**config.mk**
```make
export PLATFORM = sky130hd
export DESIGN_NAME = decodeStage
export DESIGN_NICKNAME = d
export VERILOG_FILES = /design/src/hw/decodePkg.sv /design/src/hw/decodeCtrlIf.sv /design/src/hw/commandHistory.sv /design/src/hw/decodeUnit.sv /design/src/hw/squashTimer.sv /design/src/hw/issueControl.sv /design/src/hw/decodeStage.sv
export VERILOG_INCLUDE_DIRS = /design/src /design/src/hw
export SDC_FILE = /design/constraint.sdc
export NUM_CORES = 1
export LEC_CHECK = 0
export ABC_AREA = 1
export BUFFER_PORTS_ARGS = -buffer_cell sky130_fd_sc_hd__buf_4
export CAP_MARGIN = 10
export CORE_ASPECT_RATIO = 0.5
export CORE_MARGIN = 4
export CORE_UTILIZATION = 42
export DETAILED_ROUTE_END_ITERATION = 6
export MAX_ROUTING_LAYER = met4
export PLACE_DENSITY = 0.65
export SYNTH_ARGS = -nofsm -noshare
export SYNTH_HDL_FRONTEND = slang
export SYNTH_SLANG_ARGS = --single-unit
```
**constraint.sdc**
```tcl
create_clock -name clk -period 2.4 [get_ports clk]
set_clock_uncertainty 0.2 [all_clocks]
set_input_delay 0 -clock clk [delete_from_list [all_inputs] [get_ports clk]]
set_output_delay 0 -clock clk [all_outputs]
set_load 0.01 [all_outputs]
```
**src/hw/decode_settings.svh**
```systemverilog
`ifndef DECODE_SETTINGS_SVH
`define DECODE_SETTINGS_SVH

// instruction and data word width
`define DATA_W 16

// ALU select codes
`define ALU_ADD 4'b0000
`define ALU_SUB 4'b0001
`define ALU_AND 4'b0010
`define ALU_OR  4'b0011
`define ALU_XOR 4'b0100
`define ALU_SLL 4'b1000
`define ALU_SLR 4'b1001
`define ALU_SRL 4'b1010
`define ALU_SRA 4'b1011
`define ALU_IDT 4'b1100
`define ALU_NON 4'b1111

// arithmetic format, op3 1110, no write and no forwarding
`define NOP_WORD 16'b11_000_000_1110_0000

// words replaced after a pc load
`define SQUASH_SLOTS 2

`endif

```
**src/hw/decodePkg.sv**
```systemverilog
`include "decode_settings.svh"

package decodePkg;

   // register-register format
   typedef struct packed {
      logic [1:0] op;
      logic [2:0] rs;
      logic [2:0] rd;
      logic [3:0] op3;
      logic [3:0] d;
   } arithFields;

   // immediate and branch format
   typedef struct packed {
      logic [1:0]         op;
      logic [2:0]         op2;
      logic [2:0]         rb;
      logic [`DATA_W-9:0] d8;
   } immFields;

   typedef union packed {
      arithFields arith;
      immFields   imm;
   } instrWord;

endpackage

```
**src/hw/decodeCtrlIf.sv**
```systemverilog
interface decodeCtrlIf;
   logic [3:0] aluSel;
   logic [2:0] writeAddress;
   logic [2:0] cond;
   logic [2:0] op2;
   logic writeEnable, regWrite, pcLoad, inputMux, adrMux, arMux, brMux;
   logic abMux, mwMux, madMux, spcMux, spSw, spWrite, inc, dec;
   logic flagWrite, signEx, outStrobe, halt;
   // forwarding from one or two words back
   logic oneA, oneB, twoA, twoB;

   modport source (
      output aluSel, writeAddress, cond, op2,
      output writeEnable, regWrite, pcLoad, inputMux, adrMux, arMux, brMux,
      output abMux, mwMux, madMux, spcMux, spSw, spWrite, inc, dec,
      output flagWrite, signEx, outStrobe, halt,
      output oneA, oneB, twoA, twoB
   );

   // issue control only needs the flow-changing bits
   modport sink (
      input pcLoad,
      input halt
   );
endinterface

```
**src/hw/commandHistory.sv**
```systemverilog
`include "decode_settings.svh"

module commandHistory (
   input  logic               clk,
   input  logic               rstN,
   input  logic               shift,
   input  logic               squash,
   input  logic [`DATA_W-1:0] instr,
   output decodePkg::instrWord command,
   output decodePkg::instrWord beforeCommand,
   output decodePkg::instrWord twoBeforeCommand
);

   logic [`DATA_W-1:0] nextWord;

   // squashed slots enter as nop
   assign nextWord = squash ? `NOP_WORD : instr;

   always_ff @(posedge clk) begin
      if (!rstN) begin
         command          <= `NOP_WORD;
         beforeCommand    <= `NOP_WORD;
         twoBeforeCommand <= `NOP_WORD;
      end else if (shift) begin
         twoBeforeCommand <= beforeCommand;
         beforeCommand    <= command;
         command          <= nextWord;
      end
   end

endmodule

```
**src/hw/decodeUnit.sv**
```systemverilog
`include "decode_settings.svh"

module decodeUnit (
   input decodePkg::instrWord command,
   input decodePkg::instrWord beforeCommand,
   input decodePkg::instrWord twoBeforeCommand,
   decodeCtrlIf.source ctrl
);

   logic [1:0] op;
   logic [3:0] op3;
   logic [4:0] top5;
   logic [7:0] top8;
   logic       isArith;
   logic       consumesA;
   logic       consumesB;

   // producer of a value read through the A port
   function automatic logic producesA(decodePkg::instrWord w);
      return w.arith.op == 2'b11 && w.arith.op3 <= 4'b1100 &&
             w.arith.op3 != 4'b0101 && w.arith.op3 != 4'b0111;
   endfunction

   // B side also sees ADDI results
   function automatic logic producesB(decodePkg::instrWord w);
      return producesA(w) || {w.imm.op, w.imm.op2} == 5'b10001;
   endfunction

   assign op      = command.arith.op;
   assign op3     = command.arith.op3;
   assign top5    = {command.imm.op, command.imm.op2};
   assign top8    = {command.imm.op, command.imm.op2, command.imm.rb};
   assign isArith = op == 2'b11;

   assign consumesA = (isArith && (op3 <= 4'b0110 || op3 == 4'b1101)) || op == 2'b01;
   assign consumesB = (isArith && (op3 <= 4'b0101 || (op3 >= 4'b1000 && op3 <= 4'b1011))) ||
                      op == 2'b00 || op == 2'b01;

   // A compares against the producer's rs slot, B against rb
   assign ctrl.oneA = producesA(beforeCommand) && consumesA &&
                      command.imm.rb == beforeCommand.arith.rs;
   assign ctrl.twoA = producesA(twoBeforeCommand) && consumesA &&
                      command.imm.rb == twoBeforeCommand.arith.rs;
   assign ctrl.oneB = producesB(beforeCommand) && consumesB &&
                      command.imm.rb == beforeCommand.imm.rb;
   assign ctrl.twoB = producesB(twoBeforeCommand) && consumesB &&
                      command.imm.rb == twoBeforeCommand.imm.rb;

   // LD uses the rs position as its destination
   assign ctrl.writeAddress = (op == 2'b00) ? command.arith.rs : command.arith.rd;
   assign ctrl.cond         = command.imm.rb;
   assign ctrl.op2          = command.imm.op2;

   assign ctrl.regWrite = (isArith && op3 <= 4'b1100 && op3 != 4'b0101) ||
                          op == 2'b00 ||
                          top5[4:1] == 4'b1000 ||
                          top5 == 5'b10101;

   assign ctrl.writeEnable = op == 2'b01 || top5 == 5'b10010 || top5 == 5'b10110 ||
                             top8 == 8'b10111110;

   assign ctrl.flagWrite = (isArith && op3 <= 4'b1011 && op3 != 4'b0111) ||
                           top5 == 5'b10001;

   assign ctrl.pcLoad = top5 == 5'b10100 || top5 == 5'b10111;

   assign ctrl.adrMux = (isArith && op3 <= 4'b1011) ||
                        (op == 2'b10 && command.imm.op2 <= 3'b100) ||
                        (top5 == 5'b10111 && command.imm.rb != 3'b111);

   assign ctrl.inputMux  = isArith && op3 == 4'b1100;
   assign ctrl.outStrobe = isArith && op3 == 4'b1101;
   assign ctrl.halt      = isArith && op3 == 4'b1111;
   assign ctrl.arMux     = isArith && op3 <= 4'b0110;
   assign ctrl.brMux     = isArith || op == 2'b01 || top5 == 5'b10001;
   assign ctrl.abMux     = op == 2'b01;
   assign ctrl.signEx    = !isArith;

   // stack and memory address control
   assign ctrl.spcMux  = top5 == 5'b10011 || top5 == 5'b10101;
   assign ctrl.mwMux   = top8 != 8'b10111110;
   assign ctrl.spSw    = top8 != 8'b10111111;
   assign ctrl.madMux  = !(top5 == 5'b10010 || top8[7:1] == 7'b1011111);
   assign ctrl.inc     = top5 == 5'b10010;
   assign ctrl.dec     = top8 == 8'b10111111;
   assign ctrl.spWrite = top5 == 5'b10011;

   always_comb begin
      if (isArith) begin
         case (op3)
            4'b0000: ctrl.aluSel = `ALU_ADD;
            4'b0001: ctrl.aluSel = `ALU_SUB;
            4'b0010: ctrl.aluSel = `ALU_AND;
            4'b0011: ctrl.aluSel = `ALU_OR;
            4'b0100: ctrl.aluSel = `ALU_XOR;
            // CMP
            4'b0101: ctrl.aluSel = `ALU_SUB;
            // MOV
            4'b0110: ctrl.aluSel = `ALU_IDT;
            4'b1000: ctrl.aluSel = `ALU_SLL;
            4'b1001: ctrl.aluSel = `ALU_SLR;
            4'b1010: ctrl.aluSel = `ALU_SRL;
            4'b1011: ctrl.aluSel = `ALU_SRA;
            4'b1100: ctrl.aluSel = `ALU_IDT;
            4'b1111: ctrl.aluSel = `ALU_NON;
            default: ctrl.aluSel = op3;
         endcase
      end else if (!op[1]) begin
         // LD, ST address add
         ctrl.aluSel = `ALU_ADD;
      end else if (top5 == 5'b10000) begin
         ctrl.aluSel = `ALU_IDT;
      end else if (top5 == 5'b10001 || top5 == 5'b10100 || top5 == 5'b10111) begin
         // ADDI and both branches
         ctrl.aluSel = `ALU_ADD;
      end else if (top5 == 5'b10101 || top5 == 5'b10110) begin
         ctrl.aluSel = `ALU_SUB;
      end else begin
         ctrl.aluSel = `ALU_NON;
      end
   end

endmodule

```
**src/hw/squashTimer.sv**
```systemverilog
`include "decode_settings.svh"

module squashTimer (
   input  logic       clk,
   input  logic       rstN,
   input  logic       load,
   input  logic       tick,
   output logic [1:0] count,
   output logic       done
);

   assign done = count == 2'd0;

   always_ff @(posedge clk) begin
      if (!rstN) begin
         count <= 2'd0;
      end else if (load) begin
         // a word taken in the load cycle already uses one slot
         count <= 2'(`SQUASH_SLOTS) - {1'b0, tick};
      end else if (tick && !done) begin
         count <= count - 2'd1;
      end
   end

endmodule

```
**src/hw/issueControl.sv**
```systemverilog
module issueControl (
   input  logic      clk,
   input  logic      rstN,
   input  logic      instrValid,
   decodeCtrlIf.sink ctrl,
   input  logic      timerDone,
   output logic      accept,
   output logic      squash,
   output logic      timerLoad,
   output logic      timerTick,
   output logic      decodedValid
);

   localparam logic [1:0] RUN    = 2'd0;
   localparam logic [1:0] SQUASH = 2'd1;
   localparam logic [1:0] HALTED = 2'd2;

   logic [1:0] state;
   logic       branchSeen;
   logic       haltSeen;

   // flow bits only count in the cycle they are valid
   assign branchSeen = state == RUN && decodedValid && ctrl.pcLoad;
   assign haltSeen   = state != HALTED && decodedValid && ctrl.halt;

   assign accept    = state != HALTED && !haltSeen;
   assign squash    = branchSeen || (state == SQUASH && !timerDone);
   assign timerLoad = branchSeen;
   assign timerTick = instrValid && accept && squash;

   always_ff @(posedge clk) begin
      if (!rstN) begin
         state        <= RUN;
         decodedValid <= 1'b0;
      end else begin
         decodedValid <= instrValid && accept;
         if (haltSeen)
            state <= HALTED;
         else if (branchSeen)
            state <= SQUASH;
         else if (state == SQUASH && timerDone)
            state <= RUN;
      end
   end

endmodule

```
**src/hw/decodeStage.sv**
```systemverilog
`include "decode_settings.svh"

module decodeStage (
   input  logic               clk,
   input  logic               rstN,
   input  logic               instrValid,
   input  logic [`DATA_W-1:0] instr,
   output logic               decodedValid,
   output logic [3:0]         aluSel,
   output logic [2:0]         writeAddress,
   output logic [2:0]         cond,
   output logic [2:0]         op2,
   output logic               writeEnable,
   output logic               regWrite,
   output logic               pcLoad,
   output logic               inputMux,
   output logic               adrMux,
   output logic               arMux,
   output logic               brMux,
   output logic               abMux,
   output logic               mwMux,
   output logic               madMux,
   output logic               spcMux,
   output logic               spSw,
   output logic               spWrite,
   output logic               inc,
   output logic               dec,
   output logic               flagWrite,
   output logic               signEx,
   output logic               outStrobe,
   output logic               halt,
   output logic               oneA,
   output logic               oneB,
   output logic               twoA,
   output logic               twoB
);

   decodePkg::instrWord command;
   decodePkg::instrWord beforeCommand;
   decodePkg::instrWord twoBeforeCommand;

   logic       accept;
   logic       squash;
   logic       shift;
   logic       timerLoad;
   logic       timerTick;
   logic       timerDone;

   decodeCtrlIf ctrlBus ();

   assign shift = instrValid && accept;

   commandHistory commandHistory_i (
      .clk              (clk),
      .rstN             (rstN),
      .shift            (shift),
      .squash           (squash),
      .instr            (instr),
      .command          (command),
      .beforeCommand    (beforeCommand),
      .twoBeforeCommand (twoBeforeCommand)
   );

   decodeUnit decodeUnit_i (
      .command          (command),
      .beforeCommand    (beforeCommand),
      .twoBeforeCommand (twoBeforeCommand),
      .ctrl             (ctrlBus.source)
   );

   issueControl issueControl_i (
      .clk          (clk),
      .rstN         (rstN),
      .instrValid   (instrValid),
      .ctrl         (ctrlBus.sink),
      .timerDone    (timerDone),
      .accept       (accept),
      .squash       (squash),
      .timerLoad    (timerLoad),
      .timerTick    (timerTick),
      .decodedValid (decodedValid)
   );

   squashTimer squashTimer_i (
      .clk   (clk),
      .rstN  (rstN),
      .load  (timerLoad),
      .tick  (timerTick),
      .count (),
      .done  (timerDone)
   );

   assign aluSel       = ctrlBus.aluSel;
   assign writeAddress = ctrlBus.writeAddress;
   assign cond         = ctrlBus.cond;
   assign op2          = ctrlBus.op2;
   assign writeEnable  = ctrlBus.writeEnable;
   assign regWrite     = ctrlBus.regWrite;
   assign pcLoad       = ctrlBus.pcLoad;
   assign inputMux     = ctrlBus.inputMux;
   assign adrMux       = ctrlBus.adrMux;
   assign arMux        = ctrlBus.arMux;
   assign brMux        = ctrlBus.brMux;
   assign abMux        = ctrlBus.abMux;
   assign mwMux        = ctrlBus.mwMux;
   assign madMux       = ctrlBus.madMux;
   assign spcMux       = ctrlBus.spcMux;
   assign spSw         = ctrlBus.spSw;
   assign spWrite      = ctrlBus.spWrite;
   assign inc          = ctrlBus.inc;
   assign dec          = ctrlBus.dec;
   assign flagWrite    = ctrlBus.flagWrite;
   assign signEx       = ctrlBus.signEx;
   assign outStrobe    = ctrlBus.outStrobe;
   assign halt         = ctrlBus.halt;
   assign oneA         = ctrlBus.oneA;
   assign oneB         = ctrlBus.oneB;
   assign twoA         = ctrlBus.twoA;
   assign twoB         = ctrlBus.twoB;

endmodule

```
==> reports/qor.txt <==
Status = finished clean
Worst r2r src = commandHistory_i.command[12]
Max Cap Viol = 0
Die area = 6769 um2
Util after Layout = 55.95%
Yosys cell types = 32
DPL Wire Length = 4299 um
Vias in the first global route = 2180
Min-Delay Path Class = input pin to register
FMAX = 0.4742 GHz
Setup bufs post-CTS = 0
Yosys warnings = 0
Clock sinks = 41
Post-route clock period utilization = 87.87%
Core Rows = 18
Peak VDD IR = 0.3345 mV
Yosys reg bits = 41
Hold Path Cell Cnt = 5
CP Data Arrival Time = 1910 ps
Initial Utilization = 44.99%
Worst-path clk slew = 80 ps
Flop-to-flop setup slack = 520 ps
Total Wirelength = 6053 um
Slew margin rel. = 62.50%
Leakage dissipation = 1.331 nW
Initial antenna violation count = 0
Synth Instances = 332
Avg WL per Cell = 13.36 um
Clock Tree Buf Depth = 2
Hold Crit Start = instrValid
Mean Syn Cell Area = 6.897 um2
Port bufs = 51
Reg-to-Reg End = commandHistory_i.command[14]
Critical Path Sink Type = primary output
Detailed-route DRC error count = 0
PwrDens = 606.6 nW/um2
Detailed Route Iter0 Violations = 129
Register area = 820.8 um2
Startpoint Class = register
Slew at the pin closest to its max-slew limit = 559.0 ps
Fin crit period = 2109 ps
I/O pin total = 56
Final number of setup-violating endpoints = 0
FF-to-FF path depth = 7
Total GRT Usage = 18.79%
Req. time, crit path = 2200 ps
Cell Area, Synth = 2290 um2
Final net count = 403
Fin Setup TNS = 0 ps
Die span in y = 60.21 um
Final ANT Viol Nets = 0
Die Wd = 112.4 um
CP max FO = 7
Final Hold Vio Count = 0
CTS tree = yes
Vias/cell = 5.031
TritonCTS buffer count = 5
Area Overhead vs Synth = 24.37%
Filler instances = 516
Largest net degree at the start of global routing = 44
Final GP Congestion = 0.9451
Hold Path End = squashTimer_i.count[0]
H-tree Lvls = 2
Seq/Total Area, Yosys = 35.85%
Vias = 2279
Global-route wire length before repair = 9956 um
RSZ-0062 raised after global routing = false
Core area = 5090 um2
Layout Cells excl Fill = 453
Drt pass-1 iters = 5
Fraction of layout cells with a size suffix above 1 = 18.80%
Inst Count DP = 433
Ant diodes = 0
WS Path Type = register to primary output
Root buf cell = clkbuf_8
Multi-input gate area = 1160 um2
Syn nets = 352
Grt total ovfl = 0
Clk_lat worst skew = 290 ps
Pins Over Slew Limit = 0
-- cells in the mapped netlist, drive strengths merged --
cell | n | area (um2)
a31oi | 3 | 18.77
a21boi | 1 | 11.26
dfxtp | 41 | 820.8
o22ai | 2 | 12.51
o211ai | 4 | 35.03
a21oi | 28 | 140.1
buf | 15 | 131.4
xor2 | 3 | 26.28
o21ai | 36 | 180.2
clkinv | 1 | 3.750
nor3 | 11 | 60.06
nand3 | 22 | 122.6
xnor2 | 9 | 78.83
o2111ai | 1 | 8.760
nor2 | 47 | 186.4
ha | 1 | 12.51
inv | 39 | 151.4
nand2 | 60 | 254.0
clkbuf | 6 | 22.52
nand4 | 2 | 12.51
-- metrics by stage --
step                cell area [um2]  hold WS [ps]  power, mW  setup slack (ps)
floorplan                      2290        -64.29      1.057             872.0
global placement               2614         25.30      1.175             584.1
detailed placement             2614         29.00      1.182             541.8
CTS                            2848         103.0      1.735             330.6
global route                   2848         149.5      1.825             154.8
finish                         2848         105.7      1.727             291.1
-- report_power, final --
part           switching [mW]  internal [mW]  total [mW]
clock                   0.242          0.303       0.544
sequential             0.0648          0.730       0.794
combinational           0.213          0.176       0.389
total                   0.519           1.21        1.73
-- routing by layer --
metal / global-route usage [%] / up-vias / routed length, um
met2: 30.57 / 73 / 2870
met1: 23.85 / 1025 / 2760
li1: - / 1175 / -
met3: 4.044 / 6 / 366
met4: 5.651 / 0 / 56
met5: - / - / 0
-- worst max-delay path, stage by stage, from the launching register on --
cell and delay [ps]:
dfxtp_1 490, nand2_2 150, o21ai_0 180, nor2_1 70
nor3_1 420, nor3_1 130, buf_4 170
-- worst max-delay path by stage --
stage	startpoint	to	slack, ps	cells past startpoint
after floorplan	squashTimer_i.count[0]	squashTimer_i.count[1]	870	8
final	commandHistory_i.command[4]	oneA	290	6
after global placement	commandHistory_i.command[12]	commandHistory_i.command[14]	580	7
after global routing	commandHistory_i.command[15]	oneA	150	7
after detailed placement	commandHistory_i.command[12]	commandHistory_i.command[14]	540	7
after CTS	commandHistory_i.command[14]	oneB	330	7
-- layout by cell type, fill, tap and decap left out, types with 9 or more instances in the layout --
master / Yosys / final
nor3_1: 10 / 10
xnor2_1: 9 / 9
nand3_1: 21 / 21
inv_1: 36 / 36
buf_4: 10 / 52
o21ai_0: 33 / 33
dfxtp_1: 41 / 41
a21oi_1: 28 / 28
dlygate4sd3_1: 0 / 13
nand2_1: 56 / 56
nor2_1: 45 / 45
-- flip-flops by register name (all words and copies together) (netlist names) --
register,cells
commandHistory_i.beforeCommand,12
commandHistory_i.command,12
commandHistory_i.twoBeforeCommand,12
issueControl_i.state,2
squashTimer_i.count,2
issueControl_i.decodedValid,1
-- cell families after synthesis --
family                   Yosys count  share of synthesized area, %
AO/OA/AOI/OAI                     75                         17.76
XOR/XNOR                          12                         4.591
adder cells (fa/ha/maj)            1                        0.5464
buffers and inverters             61                         13.50
flip-flops                        41                         35.85
AND/OR/NAND/NOR                  142                         27.76
-- cell type report --
class                           count  area share (%)
Timing Repair Buffer               65           18.28
Multi-Input combinational cell    230           40.73
Inverter                           40           5.448
Clock buffer                        5           2.417
Sequential cell                    41           28.82
Tap cell                           70           3.076
Clock inverter                      2           1.230
-- timing repair --
item	4_1_cts	5_1_grt
hold buffers	13	0
hold endpoints to repair	34	0
gates resized for setup	0	0
(Power assumes the default switching activity.)
